**config.mk**
```make
export PLATFORM = sky130hd
export DESIGN_NAME = laser_read_mux_flat
export DESIGN_NICKNAME = d
export VERILOG_FILES = /design/src/source/laser_pkg.sv /design/src/source/laser_bus_if.sv /design/src/source/laser_read_mux.sv /design/src/flat_wrapper.sv
export SDC_FILE = /design/constraint.sdc
export NUM_CORES = 1
export LEC_CHECK = 0
export BUFFER_PORTS_ARGS = -buffer_cell sky130_fd_sc_hd__buf_2
export CORE_AREA = 2 2 39 41
export CTS_CLUSTER_DIAMETER = 80
export DETAILED_ROUTE_END_ITERATION = 8
export DIE_AREA = 0 0 41 43
export PLACE_DENSITY_LB_ADDON = 0.1
export SLEW_MARGIN = 30
export SYNTH_ARGS = -nofsm -noshare
export SYNTH_HDL_FRONTEND = slang
export SYNTH_SLANG_ARGS = --single-unit
```
**constraint.sdc**
```tcl
create_clock -name CLK50MHZ -period 1.1 [get_ports CLK50MHZ]
set_input_delay 0.055 -clock CLK50MHZ [delete_from_list [all_inputs] [get_ports CLK50MHZ]]
set_output_delay 0.055 -clock CLK50MHZ [all_outputs]
set_load 0.05 [all_outputs]
```
**src/source/laser_pkg.sv**
```systemverilog
`default_nettype none

package laser_pkg;

	localparam int VRAM_AW = 11;	// 2 KB video RAM, also one page
	localparam int RAM_AW = 14;	// 16 KB system RAM
	localparam int KEY_ROWS = 8;
	localparam int KEY_COLS = 6;

	// Bits of the 6800 output latch
	localparam int IO_BIT_SPK_A = 0;
	localparam int IO_BIT_SPK_B = 5;
	localparam int IO_BIT_CASS = 2;

	typedef logic [15:0] addr_t;
	typedef logic [7:0] data_t;

	// Same address word, seen by the memory decoder or by the key matrix
	typedef union packed {
		struct packed {
			logic [15-VRAM_AW:0] page;
			logic [VRAM_AW-1:0] offset;
		} mem;
		struct packed {
			logic [7:0] unused;
			logic [7:0] row_sel;	// Low bit selects a row
		} kbd;
	} cpu_addr_u;

	typedef enum logic [1:0] {
		REGION_NONE,
		REGION_IO,
		REGION_VRAM,
		REGION_RAM
	} region_e;

	localparam logic [4:0] PAGE_IO = 5'b01101;	// 6800-6FFF
	localparam logic [4:0] PAGE_VRAM = 5'b01110;	// 7000-77FF
	localparam logic [4:0] PAGE_RAM_FIRST = 5'b01111;	// 7800
	localparam logic [4:0] PAGE_RAM_LAST = 5'b10110;	// up to B7FF

	// PS/2 set 2 make codes
	localparam data_t KC_CTRL = 8'h14;
	localparam data_t KC_LSHIFT = 8'h12;
	localparam data_t KC_RSHIFT = 8'h59;
	localparam data_t KC_UP = 8'h75;
	localparam data_t KC_DOWN = 8'h72;
	localparam data_t KC_LEFT = 8'h6B;
	localparam data_t KC_RIGHT = 8'h74;
	localparam data_t KC_ESC = 8'h76;
	localparam data_t KC_BKSP = 8'h66;
	localparam data_t KC_SPACE = 8'h29;
	localparam data_t KC_COMMA = 8'h41;
	localparam data_t KC_PERIOD = 8'h49;
	localparam data_t KC_MINUS = 8'h4E;
	localparam data_t KC_RETURN = 8'h5A;
	localparam data_t KC_Q = 8'h15;
	localparam data_t KC_A = 8'h1C;
	localparam data_t KC_Z = 8'h1A;
	localparam data_t KC_N = 8'h31;
	localparam data_t KC_M = 8'h3A;
	localparam data_t KC_P = 8'h4D;
	localparam data_t KC_L = 8'h4B;
	localparam data_t KC_1 = 8'h16;
	localparam data_t KC_0 = 8'h45;

endpackage

`default_nettype wire

```
**src/source/laser_bus_if.sv**
```systemverilog
`timescale 1ns/100ps
`default_nettype none

interface laser_bus_if;
	import laser_pkg::*;

	cpu_addr_u addr;
	data_t wdata;
	logic mreq;
	logic iorq;
	logic rd;
	logic wr;

	modport master (output addr, output wdata, output mreq, output iorq, output rd, output wr);

	modport mem (input addr, input wdata, input mreq, input iorq, input rd, input wr);

	// Row select only
	modport kbd (input addr);

	// Read strobe gates the output registers
	modport mux (input rd);

endinterface

`default_nettype wire

```
**src/source/laser_read_mux.sv**
```systemverilog
`timescale 1ns/100ps
`default_nettype none

module laser_read_mux (
	input wire CLK50MHZ,
	input wire RESET_N,
	laser_bus_if.mux bus,
	input wire laser_pkg::region_e region_i,
	input wire laser_pkg::data_t mem_rdata_i,
	input wire laser_pkg::data_t key_data_i,
	output laser_pkg::data_t cpu_rdata_o
);
	import laser_pkg::*;

	region_e region_q;
	data_t key_q;

	// Only a read cycle moves the selection
	always_ff @(posedge CLK50MHZ or negedge RESET_N)
	begin
		if (!RESET_N)
			region_q <= REGION_NONE;
		else if (bus.rd)
			region_q <= region_i;
	end

	// Key byte lines up with the synchronous RAM read
	always_ff @(posedge CLK50MHZ)
	begin
		if (bus.rd)
			key_q <= key_data_i;
	end

	always_comb
	begin
		case (region_q)
			REGION_IO: cpu_rdata_o = key_q;
			REGION_VRAM, REGION_RAM: cpu_rdata_o = mem_rdata_i;
			default: cpu_rdata_o = 8'hFF;	// Open bus
		endcase
	end

	a_none_reads_ff: assert property (@(posedge CLK50MHZ) disable iff (!RESET_N)
		(bus.rd && region_i == REGION_NONE) |=> (cpu_rdata_o == 8'hFF));

endmodule

`default_nettype wire

```
**src/flat_wrapper.sv**
```systemverilog
// flat-port wrapper written by rule: the top's interface ports become plain ports
module laser_read_mux_flat import laser_pkg::*;
  (CLK50MHZ, RESET_N, region_i, mem_rdata_i, key_data_i, cpu_rdata_o, bus_rd);
  laser_bus_if bus_i ();
  input wire CLK50MHZ;
  input wire RESET_N;
  input wire laser_pkg::region_e region_i;
  input wire laser_pkg::data_t mem_rdata_i;
  input wire laser_pkg::data_t key_data_i;
  output laser_pkg::data_t cpu_rdata_o;
  input wire logic [$bits(bus_i.rd)-1:0] bus_rd;
  assign bus_i.rd = bus_rd;
  laser_read_mux u_core (.CLK50MHZ(CLK50MHZ), .RESET_N(RESET_N), .bus(bus_i), .region_i(region_i), .mem_rdata_i(mem_rdata_i), .key_data_i(key_data_i), .cpu_rdata_o(cpu_rdata_o));
endmodule
```
**Word level (Yosys, flattened, before mapping)**

Cells that the tools add are included.

- Reduce and logical (&&, ||, !) cells: 1
- Equal/unequal tests: 3
- Mux-type cells: 1

Operator list:

| kind | count |
|---|---|
| 8-bit one-hot mux with 2 select lines | 1 |
| 2-bit equality test (second input constant) | 2 |
| 2-bit by 1-bit equality test with 1-bit output (second input constant) | 1 |
| 2-bit OR reduction | 1 |

- Register bits: 10

**Depth between registers and ports, before layout**

Gate-level depths: netlist (run 1).

- Word-level depth: 3
- Mapped depth: 4
- Depth with buffers taken out: 2

**Least setup slack after synthesis (run 1)**

OpenSTA, ideal clock, no wires.

- Path type: flip-flop to output port
- Start: register u_core.region_q[1]
- End: output port cpu_rdata_o[2]
- Stages on the path, launching flop included: 5
- Buffers on the path: 2
- Slack: -0.471 ns
- Arrival: 1.516 ns
- Cells stage by stage: dfrtp_1 > buf_6 > nand2b_1 > buf_6 > a2bb2oi_1

- Cells in the longest elaborated chain, start to end: 3
- Elaborated cells between the ends (all ways): 5
- Classes of those cells: 3 x eq/ne; 1 x mux; 1 x reduce/logical

RTL lines:

| what | line | text |
|---|---|---|
| start, declared | laser_read_mux.sv:15 | `region_e region_q;` |
| start signal, assigned | laser_read_mux.sv:24 | `region_q <= region_i;` |
| 2-bit equality test | laser_read_mux.sv:36 | `case (region_q)` |
| 2-bit OR reduction | laser_read_mux.sv:36 |  |
| 8-bit one-hot mux with 2 select lines (*) | laser_read_mux.sv:36 |  |
| end, declared | flat_wrapper.sv:10 | `output laser_pkg::data_t cpu_rdata_o;` |

Mark *: on every way between the ends. The rest lies on a longest branch, timed or not.

**Worst setup path after layout (run 1)**

- Start: register u_core.region_q[0]
- End: output port cpu_rdata_o[2]

The elaborated chain is that of the path after synthesis.

==> impl_metrics.tcl, run 1 <==
set metrics [dict create \
    pins_over_their_slew_limit 0 \
    cp_data_arrival_time_ns 1.23 \
    synth_fp_nets 52 \
    floorplan.initialDensity 0.3192 \
    drt-vias-per-instance 4.398 \
    die-width_um 41 \
    drv_cap 0 \
    fin_hold_ws_ns 0.02504 \
    numPortBuffers 28 \
    drtAntennaViolNets 0 \
    crit_path_start_kind "register" \
    cts_tree "done" \
    overall_global_routing_resource_usage 0.1431 \
    die_area_mm2 0.001763 \
    cellPowerDensity_mw_per_mm2 1391 \
    post-route-drc-count 0 \
    failing_checks "negative setup slack" \
    numCtsBuffers 3 \
    critical_path_cell_count 3 \
    dp_hpwl_um 713.2 \
    synthesized_netlist_cell_count 31 \
    dpl-instance-area_um2 734.5 \
    critical_path.max_fanout 8 \
    critical-path-max-stage-delay_ns 0.41 \
    drive_above_1_share 0.6250 \
    vias 387 \
    rows 14 \
    share_clk_of_total_power 0.256 \
    cellLeakagePower_nw 0.4145 \
    netSwitchingFraction 0.3065 \
    timing.rr.end "u_core.region_q[1]" \
    finish.instance_area_um2 922.1 \
    flop_to_flop_setup_slack_ns 0.11 \
    place.gp.congestion 0.5898 \
    wl_per_cell_um 11.64 \
    fin_worst_skew_ns 0 \
    syn_to_final_growth_pct 108.8 \
    drt_iter0_markers 1 \
    via_count_of_the_first_global_routing_pass 399 \
    timing.setup.tns_ns -1.467 \
    syn-mean-instance-area_um2 14.25 \
    min_period_over_period 1.170 \
    die_height_um 43 \
    synth.area.top_cells "sky130_fd_sc_hd__edfxtp_1 54%, sky130_fd_sc_hd__a2bb2oi_1 16%, sky130_fd_sc_hd__dfrtp_1 11%" \
    first_pass_grt_wire_length_mm 1.593 \
    internal_power_mw 0.8893 \
    hold_viol 0 \
    fillCellCount 107 \
    final.min_clock_period_ns 1.287 \
    max_slew_margin 0.8301 \
    setup_viol_count_final 8 \
    r2r_cells 2 \
    worst_path_dominant_cell_family "flip-flops" \
    worst_skew_pair.late_latency_ns 0.26 \
    hp-start "region_i[0]" \
    critical_path.startpoint "u_core.region_q[0]" \
    detail_route.first_pass.iterations 2 \
    design.final.nets 94 \
    seq_area_frac_synth 0.6572 \
    power_frac_seq 0.366 \
    p_comb_frac 0.378 \
    cpMaxStageDelayCell "sky130_fd_sc_hd__dfrtp_1" \
    antenna_cells 0 \
    htree_levels 1 \
    route.final.wire_length_mm 1.024 \
    postLayoutSetupSlackWorst_ns -0.1874 \
    holdPathEnd "u_core.region_q[0]" \
    clk_path_buf_depth 2 \
    ys_warn_count 0 \
    rsz0062_at_grt "yes" \
    hp-class "input port to register" \
    gr-total-overflow 0 \
    worst_ir_drop_vdd_uv 832.6 \
    post_synth_top_area_cell "sky130_fd_sc_hd__edfxtp_1" \
    crit_required_ns 1.04 \
    yosysTopAreaCellShare 0.5439 \
    clock_sink_count 10 \
    post_synth_instance_area_um2 441.7 \
    top_level_i_o_count 29 \
    worst-slew-pin-transition_ns 0.2548 \
    crit_path_cell_trace "nand2b_4, a2bb2oi_4, buf_6" \
    min_delay_path_depth 2 \
    ys_ff_latch 10 \
    net-switching-power_mw 0.3930 \
    status "finished with violations" \
    fmax_mhz 776.8 \
    ctsRootBufferMaster "sky130_fd_sc_hd__clkbuf_4" \
    critical_path.n_buffers_inverters 1 \
    antenna_found_initial 0 \
    pre_cts_ws_ns -0.01151 \
    worst_r2r_startpoint "u_core.region_q[1]" \
    clkTransAtPathRegs_ns 0.07 \
    pin_count_of_the_biggest_net_entering_global_routing 11 \
    netlist-cell-type-count 7 \
    setup.worst_path.class "register to primary output" \
    core_region_area_mm2 0.001384 \
    timing.critical_path.to_type "primary output" \
]
-- cells in the final DEF (no fill, tap or decap), drive strengths merged --
master,count
dlygate4sd3,9
clkbuf,4
edfxtp,8
buf,30
mux2,2
a2bb2oi,8
nand2b,1
inv,8
dfrtp,2
-- power by group through the flow --
stage	clock, mW	combinational (mW)	sequential, mW
2_1_floorplan	0	0.349	0.476
3_3_place_gp	0	0.401	0.476
5_1_grt	0.367	0.507	0.472
3_5_place_dp	0	0.405	0.478
6_report	0.329	0.485	0.469
4_1_cts	0.342	0.486	0.469
-- worst max-delay path by stage --
stage                                 to  slack (ns)
final                     cpu_rdata_o[2]       -0.19
after global routing      cpu_rdata_o[1]       -0.25
after CTS                 cpu_rdata_o[2]       -0.21
after detailed placement  cpu_rdata_o[0]       -0.01
after global placement    cpu_rdata_o[0]        0.01
after floorplan           cpu_rdata_o[0]       -0.09
-- metrics by stage --
stage	power, mW	std cells	util
6_report	1.282	88	0.6664
5_1_grt	1.346	88	0.6664
4_1_cts	1.297	88	0.6637
3_5_place_dp	0.8828	74	0.5307
3_3_place_gp	0.8775	74	0.5307
2_1_floorplan	0.8243	31	-
-- flip-flops by register name, indices dropped and copies added, names as in the netlist --
register	cells
u_core.region_q	2
u_core.key_q	8
-- metal layers --
layer  vias up  share of wire  global-route usage
met5         -              0                   0
met4         0              0             0.08000
met2        19           0.56              0.2438
met3         0          0.070             0.04712
met1       175           0.37              0.1399
li1        193              -                   -
-- synthesized netlist by cell type --
cell                        instances
sky130_fd_sc_hd__buf_6              2
sky130_fd_sc_hd__edfxtp_1           8
sky130_fd_sc_hd__inv_1              8
sky130_fd_sc_hd__dfrtp_1            2
sky130_fd_sc_hd__mux2_2             2
sky130_fd_sc_hd__a2bb2oi_1          8
sky130_fd_sc_hd__nand2b_1           1
-- cells by family (layout without fill, tap and decap cells) --
| group | after synthesis | after routing | share of synthesized area |
|---|---|---|---|
| AND/OR/NAND/NOR | 1 | 1 | 0.01417 |
| AO/OA/AOI/OAI | 8 | 8 | 0.1586 |
| multiplexers | 2 | 2 | 0.05099 |
| flip-flops | 10 | 10 | 0.6572 |
| buffers and inverters | 10 | 51 | 0.1190 |
-- worst reg2reg max path, cell delays in order, from the launching register on --
cell,delay [ns]
sky130_fd_sc_hd__dfrtp_1,0.38
sky130_fd_sc_hd__buf_4,0.22
sky130_fd_sc_hd__mux2_2,0.28
-- final cells by class --
cell class / instances / area (µm²) / share of cell area
timing repair buffer: 39 / 299.0 / 0.3243
sequential: 10 / 290.3 / 0.3148
multi-input combinational: 11 / 246.5 / 0.2673
clock buffer: 4 / 36.28 / 0.03935
inverter: 8 / 30.03 / 0.03256
tap: 16 / 20.02 / 0.02171
-- timing repair --
| item | CTS | global route |
|---|---|---|
| hold buffers | 9 | 0 |
| pin swaps | 1 | 0 |
| gates resized for setup | 16 | 1 |
| endpoints found under the setup margin | 8 | 8 |
| hold endpoints to repair | 10 | 0 |
| buffers inserted | 1 | 0 |
(Power assumes the default switching activity.)
==> run 2, diff against run 1 <==
Settings changed: PLACE_DENSITY from default to 0.67, PLACE_DENSITY_LB_ADDON 0.1 to default, SETUP_SLACK_MARGIN from default to 0.1.
Clock period 1.1 ns to 1.41 ns, I/O delays scaled along.
==> impl_metrics.tcl, run 2 (synthesized netlist as in run 1, its figures left out) <==
set metrics [dict create \
    detail_route.wirelength.met1_um 337 \
    final.min_clock_period_ns 1.281 \
    fin_worst_skew_ns 0 \
    postLayoutSetupSlackWorst_ns 0.1292 \
    cellPowerDensity_mw_per_mm2 1079 \
    route.met3.wl_um 78 \
    power_frac_seq 0.442 \
    setup.worst_path.class "register to primary output" \
    top_level_i_o_count 29 \
    pin_count_of_the_biggest_net_entering_global_routing 11 \
    internal_power_mw 0.5635 \
    die_area_mm2 0.001763 \
    cellLeakagePower_nw 0.3626 \
    drv_cap 0 \
    worst_skew_pair.late_latency_ns 0.25 \
    cp_data_arrival_time_ns 1.21 \
    multiInputGateArea_um2 125.1 \
    share_clk_of_total_power 0.225 \
    min_period_over_period 0.9084 \
    crit_path_cell_trace "nand2b_4, a2bb2oi_1, buf_4" \
    status "completed" \
    layout.cells.most_common "sky130_fd_sc_hd__buf_2" \
    rows 14 \
    ctsRootBufferMaster "sky130_fd_sc_hd__clkbuf_4" \
    critical_path.max_fanout 8 \
    dpl-instance-area_um2 593.1 \
    first_pass_grt_wire_length_mm 1.359 \
    max_slew_margin 0.8558 \
    timing.critical_path.to_type "primary output" \
    crit_required_ns 1.34 \
    crit_path_start_kind "register" \
    critical-path-max-stage-delay_ns 0.40 \
    detail_route.first_pass.iterations 3 \
    length_of_routed_met2_wiring_um 541 \
    pins_over_their_slew_limit 0 \
    cts_tree "done" \
    seqCellArea_um2 290.3 \
    biggestRegsByFlops "u_core.key_q (8), u_core.region_q (2)" \
    floorplan.initialDensity 0.3192 \
    place.gp.congestion 0.6667 \
    dp_hpwl_um 666.2 \
    largest_register_ff_count 8 \
    fmax_mhz 780.8 \
    drive_above_1_share 0.5352 \
    hold_viol 0 \
    layout.cells.most_common_list "20 x sky130_fd_sc_hd__buf_2, 9 x sky130_fd_sc_hd__dlygate4sd3_1, 9 x sky130_fd_sc_hd__buf_4" \
    clk_path_buf_depth 2 \
    fillCellCount 129 \
    regMostFlops "u_core.key_q" \
    netSwitchingFraction 0.3035 \
    gr-total-overflow 0 \
    drtAntennaViolNets 0 \
    pre_cts_ws_ns 0.2245 \
    post-route-drc-count 0 \
    timing.setup.tns_ns 0 \
    critical_path.startpoint "u_core.region_q[0]" \
    die_height_um 43 \
    vias 377 \
    via_count_of_the_first_global_routing_pass 354 \
    drt_iter0_markers 2 \
    setup_viol_count_final 0 \
    clkTransAtPathRegs_ns 0.06 \
    hp-start "region_i[0]" \
    wl_per_cell_um 11.00 \
    drt-vias-per-instance 4.333 \
    syn_to_final_growth_pct 69.69 \
    worst_r2r_startpoint "u_core.region_q[1]" \
    final_cells 87 \
    clock_sink_count 10 \
    numPortBuffers 28 \
    cpMaxStageDelayCell "sky130_fd_sc_hd__dfrtp_1" \
    topRoutingLayerUsed "met3" \
    numCtsBuffers 3 \
    antenna_cells 0 \
    antenna_found_initial 0 \
    design.final.nets 93 \
    p_comb_frac 0.334 \
    overall_global_routing_resource_usage 0.1231 \
    die-width_um 41 \
    core_region_area_mm2 0.001384 \
    rsz0062_at_grt "yes" \
    net-switching-power_mw 0.2455 \
    route.final.wire_length_um 957 \
    fin_total_pwr_mw 0.8089 \
    worst_ir_drop_vdd_uv 638.6 \
    finish.instance_area_um2 749.5 \
    worst-slew-pin-transition_ns 0.2163 \
    htree_levels 1 \
    hp-class "input port to register" \
    placed_cells_incl_taps 74 \
]
==> run 2: cell types whose count changed in the layout (fill, tap and decap cells not counted), sizes merged <==
cell | before | now
buf | 30 | 29
clkbuf | 4 | 3
clkinv | 0 | 1
==> run 2: per-layer routing <==
layer | vias up | global-route usage
li1 | 191 | -
met3 | 0 | 0.03141
met5 | - | 0
met2 | 15 | 0.2313
met4 | 0 | 0.08000
met1 | 171 | 0.09655
==> run 2: final cells by class <==
class,count,area share
multi-input cells,11,0.1669
clock buffers,3,0.03005
repair buffers,38,0.3439
flip-flops and latches,10,0.3873
inverters,8,0.04007
well taps,16,0.02671
clock inverters,1,0.005008
==> run 2: through the flow <==
stage / hold WS [ns] / utilization
2_1_floorplan: -0.2251 / -
4_1_cts: 0.04259 / 0.5326
5_1_grt: 0.03408 / 0.5416
6_report: 0.05012 / 0.5416
3_5_place_dp: -0.1384 / 0.4286
3_3_place_gp: -0.1415 / 0.4286
==> run 2: power groups by stage <==
stage | Combinational (mW) | Sequential, mW | Clock [mW]
after CTS | 0.262 | 0.356 | 0.193
after floorplan | 0.169 | 0.358 | 0
final | 0.270 | 0.357 | 0.182
after global routing | 0.286 | 0.360 | 0.208
after global placement | 0.221 | 0.359 | 0
after detailed placement | 0.223 | 0.360 | 0
==> run 2: worst paths after layout <==
check / endpoint / slack (ns) / cells past startpoint
hold / removal: u_core.region_q[0] / 0.05 / 2
min in group asynchronous: u_core.region_q[1] / 0.14 / 2
setup reg to reg: u_core.region_q[1] / 0.50 / 2
hold reg to reg: u_core.region_q[0] / 0.57 / 1
setup / recovery: cpu_rdata_o[4] / 0.13 / 3
max in group asynchronous: u_core.region_q[0] / 1.17 / 2
==> run 2: what timing repair did <==
item | CTS | global route
hold buffers | 9 | 0
gates resized for setup | 10 | 2
endpoints found under the hold margin | 10 | 0
buffers inserted | 0 | 0
pin swaps | 0 | 0
endpoints found under the setup margin | 8 | 2
==> run 2: worst max-delay path, delay by kind of cell (launching register included) <==
family                 cells  cell delay [ns]
AOI/OAI and AO/OA          1             0.20
buffers and inverters      1             0.23
DFF                        1             0.40
and+or+nand+nor            1             0.14
